`config.mk`:
```
export PLATFORM = sky130hd
export DESIGN_NAME = rename_unit
export DESIGN_NICKNAME = d
export VERILOG_FILES = /design/src/verilog/rename_pkg.sv /design/src/verilog/ckpt_if.sv /design/src/verilog/checkpoint_store.sv /design/src/verilog/free_list.sv /design/src/verilog/map_table.sv /design/src/verilog/rename_unit.sv
export SDC_FILE = /design/constraint.sdc
export NUM_CORES = 2
export LEC_CHECK = 0
export ABC_AREA = 1
export BUFFER_PORTS_ARGS = -buffer_cell sky130_fd_sc_hd__clkbuf_2
export CAP_MARGIN = 30
export CORE_AREA = 2 2 491 493
export DETAILED_ROUTE_END_ITERATION = 8
export DIE_AREA = 0 0 493 495
export GPL_ROUTABILITY_DRIVEN = 1
export SYNTH_ARGS = -nofsm -noshare
export SYNTH_HDL_FRONTEND = slang
export SYNTH_SLANG_ARGS = --single-unit
export TNS_END_PERCENT = 50
```
`constraint.sdc`:
```
create_clock -name clock -period 18.48 [get_ports clock]
set_input_delay 0 -clock clock [delete_from_list [all_inputs] [get_ports clock]]
set_output_delay 0 -clock clock [all_outputs]
set_load 0.05 [all_outputs]
```
`src/verilog/rename_pkg.sv`:
```
//////////////////////////////////////////////////////////////////////
// Shared widths, counts and index types of the integer rename stage
// Reset values of the map and the free vector
//////////////////////////////////////////////////////////////////////

package rename_pkg;

  localparam int RENAME_WIDTH = 2;
  localparam int ARCH_REGS    = 32;
  localparam int PHYS_REGS    = 64;
  localparam int CKPT_SLOTS   = 4;

  typedef logic [$clog2(ARCH_REGS)-1:0]  arch_idx_t;
  typedef logic [$clog2(PHYS_REGS)-1:0]  phys_idx_t;
  typedef logic [$clog2(CKPT_SLOTS)-1:0] ckpt_idx_t;
  typedef logic [PHYS_REGS-1:0]          phys_vec_t;
  typedef logic [$clog2(PHYS_REGS):0]    free_count_t;
  typedef phys_idx_t [ARCH_REGS-1:0]     map_t;

  // Architectural register i starts on physical register i
  function automatic map_t identity_map();
    map_t m;
    for (int i = 0; i < ARCH_REGS; i++) begin
      m[i] = phys_idx_t'(i);
    end
    return m;
  endfunction

  localparam map_t        MAP_RESET        = identity_map();
  // Everything above the architectural range is free
  localparam phys_vec_t   FREE_RESET       = {{(PHYS_REGS - ARCH_REGS){1'b1}},
                                              {ARCH_REGS{1'b0}}};
  localparam free_count_t FREE_RESET_COUNT = free_count_t'(PHYS_REGS - ARCH_REGS);

endpackage

```
`src/verilog/ckpt_if.sv`:
```
//////////////////////////////////////////////////////////////////////
// Checkpoint bundle between map table, free list and snapshot store
//////////////////////////////////////////////////////////////////////

`timescale 1ns/1ns

interface ckpt_if;
  import rename_pkg::*;

  // Strobes and slot indices
  logic      save;
  ckpt_idx_t save_idx;
  logic      restore;
  ckpt_idx_t restore_idx;

  // Live state going in, saved state coming out
  map_t      map_snap_in;
  map_t      map_snap_out;
  phys_vec_t free_snap_in;
  phys_vec_t free_snap_out;

  modport store (
    input  save, save_idx, restore, restore_idx, map_snap_in, free_snap_in,
    output map_snap_out, free_snap_out
  );

  modport map_side (output map_snap_in, input map_snap_out);

  modport free_side (output free_snap_in, input restore, free_snap_out);

endinterface

```
`src/verilog/checkpoint_store.sv`:
```
//////////////////////////////////////////////////////////////////////
// Snapshot store with four slots
// Each slot holds a full map and a free vector
//////////////////////////////////////////////////////////////////////

`timescale 1ns/1ns

module checkpoint_store (
  input logic   clock,
  input logic   reset,
  ckpt_if.store ckpt
);

  import rename_pkg::*;

  map_t      map_slot  [CKPT_SLOTS];
  phys_vec_t free_slot [CKPT_SLOTS];

  // Saved copy is the live state before this cycle's group
  always_ff @(posedge clock) begin
    if (reset) begin
      for (int i = 0; i < CKPT_SLOTS; i++) begin
        map_slot[i]  <= MAP_RESET;
        free_slot[i] <= FREE_RESET;
      end
    end else if (ckpt.save) begin
      map_slot[ckpt.save_idx]  <= ckpt.map_snap_in;
      free_slot[ckpt.save_idx] <= ckpt.free_snap_in;
    end
  end

  // Restore side reads continuously
  assign ckpt.map_snap_out  = map_slot[ckpt.restore_idx];
  assign ckpt.free_snap_out = free_slot[ckpt.restore_idx];

  //////////////////////////////////////////////////////////////////////
  // Checks
  //////////////////////////////////////////////////////////////////////

  // A slot cannot be rewritten while it is being restored
  a_save_restore_slot: assert property (
    @(posedge clock) disable iff (reset)
      (ckpt.save && ckpt.restore) |-> (ckpt.save_idx != ckpt.restore_idx)
  );

endmodule

```
`src/verilog/free_list.sv`:
```
//////////////////////////////////////////////////////////////////////
// Free list of physical registers
// Lowest-first allocation for two slots, stall decision,
// retire frees and union rule on recovery
//////////////////////////////////////////////////////////////////////

`timescale 1ns/1ns

module free_list (
  input  logic                                                    clock,
  input  logic                                                    reset,
  input  logic [rename_pkg::RENAME_WIDTH-1:0]                     alloc_req,
  output rename_pkg::phys_idx_t [rename_pkg::RENAME_WIDTH-1:0]    alloc_prf,
  output logic                                                    stall,
  input  logic [rename_pkg::RENAME_WIDTH-1:0]                     retire_valid,
  input  rename_pkg::phys_idx_t [rename_pkg::RENAME_WIDTH-1:0]    retire_prf,
  ckpt_if.free_side                                               ckpt
);

  import rename_pkg::*;

  phys_vec_t   free_q;
  phys_vec_t   free_d;
  free_count_t count_q;
  free_count_t count_d;

  phys_idx_t   first_free;
  phys_idx_t   second_free;
  logic [1:0]  req_count;

  phys_vec_t   retire_vec;
  phys_vec_t   grant_vec;

  //////////////////////////////////////////////////////////////////////
  // Allocation from the registered vector
  //////////////////////////////////////////////////////////////////////

  // Scan down so the last two hits are the lowest two
  always_comb begin
    first_free  = '0;
    second_free = '0;
    for (int i = PHYS_REGS - 1; i >= 0; i--) begin
      if (free_q[i]) begin
        second_free = first_free;
        first_free  = phys_idx_t'(i);
      end
    end
  end

  // Requesting slots take free registers in slot order
  assign alloc_prf[0] = first_free;
  assign alloc_prf[1] = alloc_req[0] ? second_free : first_free;

  assign req_count = {1'b0, alloc_req[0]} + {1'b0, alloc_req[1]};
  assign stall     = free_count_t'(req_count) > count_q;

  //////////////////////////////////////////////////////////////////////
  // Next state
  //////////////////////////////////////////////////////////////////////

  always_comb begin
    retire_vec = '0;
    grant_vec  = '0;
    count_d    = count_q;
    for (int s = 0; s < RENAME_WIDTH; s++) begin
      if (retire_valid[s]) begin
        retire_vec[retire_prf[s]] = 1'b1;
        count_d = count_d + 1'b1;
      end
      if (alloc_req[s] && !stall) begin
        grant_vec[alloc_prf[s]] = 1'b1;
        count_d = count_d - 1'b1;
      end
    end
    if (ckpt.restore) begin
      // Union keeps anything freed since the snapshot
      free_d  = ckpt.free_snap_out | free_q | retire_vec;
      count_d = free_count_t'($countones(free_d));
    end else begin
      free_d = (free_q | retire_vec) & ~grant_vec;
    end
  end

  always_ff @(posedge clock) begin
    if (reset) begin
      free_q  <= FREE_RESET;
      count_q <= FREE_RESET_COUNT;
    end else begin
      free_q  <= free_d;
      count_q <= count_d;
    end
  end

  assign ckpt.free_snap_in = free_q;

  //////////////////////////////////////////////////////////////////////
  // Checks
  //////////////////////////////////////////////////////////////////////

  for (genvar s = 0; s < RENAME_WIDTH; s++) begin : g_check
    a_grant_free: assert property (
      @(posedge clock) disable iff (reset)
        (alloc_req[s] && !stall) |-> (free_q[alloc_prf[s]] && alloc_prf[s] != '0)
    );
    // Retire must hand back a register that was in use
    a_retire_busy: assert property (
      @(posedge clock) disable iff (reset)
        retire_valid[s] |-> !free_q[retire_prf[s]]
    );
  end

endmodule

```
`src/verilog/map_table.sv`:
```
//////////////////////////////////////////////////////////////////////
// Architectural to physical map
// In-group bypass from slot 0 to slot 1, registered rename results
// and restore from a snapshot
//////////////////////////////////////////////////////////////////////

`timescale 1ns/1ns

module map_table (
  input  logic                                                    clock,
  input  logic                                                    reset,
  input  logic                                                    group_valid,
  input  logic                                                    recover,
  input  logic [rename_pkg::RENAME_WIDTH-1:0]                     rd_write,
  input  rename_pkg::arch_idx_t [rename_pkg::RENAME_WIDTH-1:0]    rd,
  input  rename_pkg::arch_idx_t [rename_pkg::RENAME_WIDTH-1:0]    rs1,
  input  rename_pkg::arch_idx_t [rename_pkg::RENAME_WIDTH-1:0]    rs2,
  output logic [rename_pkg::RENAME_WIDTH-1:0]                     alloc_req,
  input  rename_pkg::phys_idx_t [rename_pkg::RENAME_WIDTH-1:0]    alloc_prf,
  input  logic                                                    stall,
  output logic                                                    out_valid,
  output rename_pkg::phys_idx_t [rename_pkg::RENAME_WIDTH-1:0]    prs1,
  output rename_pkg::phys_idx_t [rename_pkg::RENAME_WIDTH-1:0]    prs2,
  output rename_pkg::phys_idx_t [rename_pkg::RENAME_WIDTH-1:0]    prd,
  output rename_pkg::phys_idx_t [rename_pkg::RENAME_WIDTH-1:0]    prev_prd,
  ckpt_if.map_side                                                ckpt
);

  import rename_pkg::*;

  map_t                         map_q;
  map_t                         map_d;
  logic                         accept;
  phys_idx_t [RENAME_WIDTH-1:0] src1_d;
  phys_idx_t [RENAME_WIDTH-1:0] src2_d;
  phys_idx_t [RENAME_WIDTH-1:0] prev_d;
  phys_idx_t [RENAME_WIDTH-1:0] dst_d;

  // Map read with an optional override from an earlier slot's write
  function automatic phys_idx_t lookup(map_t m, logic hit_en, arch_idx_t w,
                                       phys_idx_t w_prf, arch_idx_t a);
    return (hit_en && a == w) ? w_prf : m[a];
  endfunction

  // x0 never takes a register
  always_comb begin
    for (int s = 0; s < RENAME_WIDTH; s++) begin
      alloc_req[s] = group_valid && rd_write[s] && (rd[s] != '0) && !recover;
    end
  end

  assign accept = group_valid && !stall && !recover;

  // Only slot 1 looks back at slot 0
  always_comb begin
    for (int s = 0; s < RENAME_WIDTH; s++) begin
      src1_d[s] = lookup(map_q, s != 0 && alloc_req[0], rd[0], alloc_prf[0], rs1[s]);
      src2_d[s] = lookup(map_q, s != 0 && alloc_req[0], rd[0], alloc_prf[0], rs2[s]);
      prev_d[s] = lookup(map_q, s != 0 && alloc_req[0], rd[0], alloc_prf[0], rd[s]);
      dst_d[s]  = alloc_req[s] ? alloc_prf[s] : prev_d[s];
    end
  end

  // Slot 1 wins when both slots write the same register
  always_comb begin
    map_d = map_q;
    if (accept) begin
      for (int s = 0; s < RENAME_WIDTH; s++) begin
        if (alloc_req[s]) begin
          map_d[rd[s]] = alloc_prf[s];
        end
      end
    end
  end

  always_ff @(posedge clock) begin
    if (reset) begin
      map_q     <= MAP_RESET;
      out_valid <= 1'b0;
    end else begin
      map_q     <= recover ? ckpt.map_snap_out : map_d;
      out_valid <= accept;
    end
  end

  // Rename results, one cycle after the group
  always_ff @(posedge clock) begin
    if (accept) begin
      prs1     <= src1_d;
      prs2     <= src2_d;
      prd      <= dst_d;
      prev_prd <= prev_d;
    end
  end

  assign ckpt.map_snap_in = map_q;

  // Two writers in one accepted group never share a new register
  a_distinct_grants: assert property (
    @(posedge clock) disable iff (reset)
      (accept && (&alloc_req)) |-> (alloc_prf[0] != alloc_prf[1])
  );

endmodule

```
`src/verilog/rename_unit.sv`:
```
//////////////////////////////////////////////////////////////////////
// Integer rename stage top level
// Joins map table, free list and checkpoint store
//////////////////////////////////////////////////////////////////////

`timescale 1ns/1ns

module rename_unit (
  input  logic                                                    clock,
  input  logic                                                    reset,
  input  logic                                                    group_valid,
  input  logic [rename_pkg::RENAME_WIDTH-1:0]                     rd_write,
  input  rename_pkg::arch_idx_t [rename_pkg::RENAME_WIDTH-1:0]    rd,
  input  rename_pkg::arch_idx_t [rename_pkg::RENAME_WIDTH-1:0]    rs1,
  input  rename_pkg::arch_idx_t [rename_pkg::RENAME_WIDTH-1:0]    rs2,
  input  logic [rename_pkg::RENAME_WIDTH-1:0]                     retire_valid,
  input  rename_pkg::phys_idx_t [rename_pkg::RENAME_WIDTH-1:0]    retire_prf,
  input  logic                                                    checkpoint,
  input  rename_pkg::ckpt_idx_t                                   checkpoint_idx,
  input  logic                                                    recover,
  input  rename_pkg::ckpt_idx_t                                   recover_idx,
  output logic                                                    stall,
  output logic                                                    out_valid,
  output rename_pkg::phys_idx_t [rename_pkg::RENAME_WIDTH-1:0]    prs1,
  output rename_pkg::phys_idx_t [rename_pkg::RENAME_WIDTH-1:0]    prs2,
  output rename_pkg::phys_idx_t [rename_pkg::RENAME_WIDTH-1:0]    prd,
  output rename_pkg::phys_idx_t [rename_pkg::RENAME_WIDTH-1:0]    prev_prd
);

  import rename_pkg::*;

  logic [RENAME_WIDTH-1:0]      alloc_req;
  phys_idx_t [RENAME_WIDTH-1:0] alloc_prf;

  ckpt_if ckpt ();

  // Checkpoint strobes come straight from the ports
  assign ckpt.save        = checkpoint;
  assign ckpt.save_idx    = checkpoint_idx;
  assign ckpt.restore     = recover;
  assign ckpt.restore_idx = recover_idx;

  checkpoint_store u_store (.clock(clock), .reset(reset), .ckpt(ckpt.store));

  free_list u_free (
    .clock        (clock),
    .reset        (reset),
    .alloc_req    (alloc_req),
    .alloc_prf    (alloc_prf),
    .stall        (stall),
    .retire_valid (retire_valid),
    .retire_prf   (retire_prf),
    .ckpt         (ckpt.free_side)
  );

  map_table u_map (
    .clock (clock), .reset (reset), .group_valid (group_valid), .recover (recover),
    .rd_write (rd_write), .rd (rd), .rs1 (rs1), .rs2 (rs2),
    .alloc_req (alloc_req), .alloc_prf (alloc_prf), .stall (stall),
    .out_valid (out_valid), .prs1 (prs1), .prs2 (prs2), .prd (prd),
    .prev_prd (prev_prd), .ckpt (ckpt.map_side)
  );

endmodule

```
==> flow_metrics.py <==
metrics = {
    "outcome": {
        "status": "complete, but fails checks",
        "violations": "design-rule violations",
    },
    "clocking": {
        "ctsRootBufferMaster": "clkbuf_16",
        "worstSkewPairLatency_ps": 870,
        "cts.sinks": 1336,
        "post-cts-setup-buffers": 0,
        "post_cts_resized": 0,
        "clockBufferDepth": 3,
        "cts_buffers": 154,
        "cts_tree": "built",
        "clk_pin_slew_ps": 60,
        "h-tree-depth": 4,
    },
    "placement": {
        "dp_slack_ps": 9740,
        "dpl.hpwl_um": 240000,
        "gp_congestion": 1.04,
        "placedCellCount": 12000,
        "io_buffers": 104,
    },
    "routing": {
        "wire_per_inst_um": 30.0,
        "drc": 12,
        "vias": 75600,
        "vias_per_cell": 6.14,
        "initialDrtViolationCount": 11900,
        "drt-total-wl_um": 369000,
        "firstDrtPassIters": 9,
        "ant_nets": 0,
    },
    "global_route": {
        "grt_pass1_vias": 69200,
        "grt_max_degree": 177,
        "antenna_found_initial": 40,
        "gr-total-overflow": 0,
        "track_usage_pct": 29.2,
        "grt_pass1_wl_um": 520000,
    },
    "pwr": {
        "clock_power_share_pct": 32.4,
        "seqPwrFrac_pct": 36.4,
        "internal-power_mw": 6.10,
        "leakage_nw": 28.6,
        "swShare_pct": 36.7,
        "power.density_nw_per_um2": 113,
        "netSwitchingPower_mw": 3.54,
        "max-vdd-ir-drop_uv": 436,
        "comb_power_share_pct": 31.2,
    },
    "timing": {
        "grt_setup_unrepaired": "false",
        "finalCritPeriodShare_pct": 46.8,
        "finalSetupViolCount": 0,
        "setup_slack_ps": 9830,
        "maxSlewHeadroom_pct": 1.70,
        "period_minus_slack_ps": 8650,
        "finalHoldViolCount": 0,
        "skew_ps": 58.6,
        "slew_violations": 0,
        "max_freq_ghz": 0.116,
        "worstMarginPinSlew_ps": 1470,
        "fin_tns_setup_ps": 0,
    },
    "yosys": {
        "yosysMostFrequentCell": "nand2_1",
        "synth_common_cells": "nand2_1 (1704), nor2_1 (1179), edfxtp_1 (1072)",
        "syn_nets": 9321,
        "yosysUniqueCellTypes": 62,
        "ys_top_cells_by_area": "edfxtp_1 (42%), nand2_1 (8.4%), a21oi_1 (7.0%), dfxtp_1 (7.0%), o21ai_0 (6.0%)",
        "ys.flop_type": "edfxtp_1",
        "yosys.area.top_type": "edfxtp_1",
        "yosys_register_bits": 1336,
        "syn_inst": 9156,
        "synth.top_cell.area_share_pct": 42.4,
        "synthArstFlopShare_pct": 0,
        "ys_seq_area_share_pct": 49.3,
        "avgSynthCellArea_um2": 8.30,
        "ys_warn_count": 0,
        "synth_edf_count": 1072,
        "syn_area_um2": 76000,
    },
    "worst_hold_path": {
        "hold_class": "primary input to register",
    },
    "setup_path": {
        "critical_path.endpoint_type": "register",
        "path_delay_family": "adder cells",
        "cp.required_ps": 19210,
        "max_stage_delay_ps": 890,
        "path_max_fanout": 130,
        "cp_data_arrival_time_ps": 9380,
        "worst_path_most_repeated_cell": "fa_1",
        "ff2ff_setup_slack_ps": 10130,
        "start_kind": "primary input",
        "crit_slowest_cell": "buf_4",
        "worstSetupPathType": "primary input to register",
        "cp_num_buf_inv": 10,
    },
    "floorplan": {
        "dieArea_um2": 244000,
        "die_width_um": 493,
        "initial_core_util_pct": 31.8,
        "coreArea_um2": 239000,
        "die_h_um": 495,
        "io_pins": 105,
        "rows": 180,
    },
    "finish": {
        "instances_no_fill": 12300,
        "drive_gt1_share_pct": 6.93,
        "syn_to_final_growth_pct": 12.1,
        "nNetsFinal": 9125,
        "final_util_pct": 35.6,
    },
    "job": {
        "cap_violations": 0,
    },
}
state kept, by name (all words and copies together), names as in the netlist:
| name | flops |
|---|---|
| u_free.ckpt.free_snap_in | 64 |
| u_free.count_q | 7 |
| u_map.ckpt.map_snap_in | 192 |
| u_map.out_valid | 1 |
| u_map.prd | 12 |
| u_map.prev_prd | 12 |
| u_map.prs1 | 12 |
| u_map.prs2 | 12 |
| u_store.free_slot | 256 |
| u_store.map_slot | 768 |
power groups by stage:
stage               clock, mW  sequential (mW)  combinational [mW]
floorplan                   0             3.58                1.91
global placement            0             3.56                2.95
detailed placement          0             3.57                2.89
CTS                      3.14             3.50                2.93
global route             3.26             3.52                3.26
finish                   3.12             3.51                3.01
worst reg2reg max path, delay by kind of cell (launching register included):
kind                   cells  cell delay [ps]
AND/OR/NAND/NOR           27             4220
AO/OA/AOI/OAI             11             2830
buffers and inverters      5              740
flip-flops                 1              420
kinds of logic after synthesis:
logic type	synth area share [%]
buffers and inverters	6.83
adder cells (fa/ha/maj)	2.41
AO/OA/AOI/OAI	23.6
XOR/XNOR	0.542
multiplexers	0.0132
AND/OR/NAND/NOR	17.3
flip-flops	49.3
final timing paths:
path / startpoint / to / cells past startpoint
max: recover_idx[0] / u_free.count_q[5] / 27
max reg2reg: u_free.ckpt.free_snap_in[59] / u_free.ckpt.free_snap_in[24] / 43
min: retire_prf[10] / u_free.ckpt.free_snap_in[40] / 7
min reg2reg: u_map.ckpt.map_snap_in[155] / u_map.ckpt.map_snap_in[155] / 2
stage by stage:
stage	power, mW	area, µm²	hold slack (ps)
floorplan	5.49	76000	242
global placement	6.51	79400	494
detailed placement	6.46	79700	506
CTS	9.57	85000	0.885
global route	10.0	85100	28.0
finish	9.64	85200	57.1
final cells by class:
cell class | count | area (µm²)
Antenna cell | 24 | 60.1
Sequential cell | 1336 | 37500
Multi-Input combinational cell | 6455 | 33400
Clock inverter | 81 | 846
Tap cell | 3185 | 3990
Fill cell | 24700 | 154000
Timing Repair Buffer | 306 | 2420
Clock buffer | 206 | 4230
Inverter | 707 | 2710
cell usage in the layout, fill, tap and decap left out, types with 89 or more instances in the layout:
cell type / netlist / layout
clkbuf_16: 0 / 155
o21ai_1: 82 / 89
clkinv_1: 124 / 151
nor2_1: 1179 / 1171
a31oi_1: 114 / 114
a21oi_1: 1063 / 1062
o22ai_1: 175 / 175
nand2_1: 1704 / 1695
edfxtp_1: 1072 / 1072
dfxtp_1: 264 / 264
clkbuf_2: 0 / 99
nand3_1: 197 / 197
a221o_1: 184 / 184
inv_1: 551 / 539
o221ai_1: 168 / 168
buf_4: 3 / 156
o21ai_0: 904 / 897
repair_timing:
| item | CTS | global route |
|---|---|---|
| hold endpoints to repair | 213 | 0 |
| endpoints found under the setup margin | 0 | 0 |
| hold buffers | 20 | 0 |
layer usage:
metal  share of wire (%)  global-route usage, %  vias up
met2                  43                   43.1     5334
li1                    -                      -    32100
met3                  12                   8.58     1339
met1                  39                   37.8    36800
met4                 7.1                   17.4       18
met5               0.031                      0        -
(Power assumes the default switching activity.)
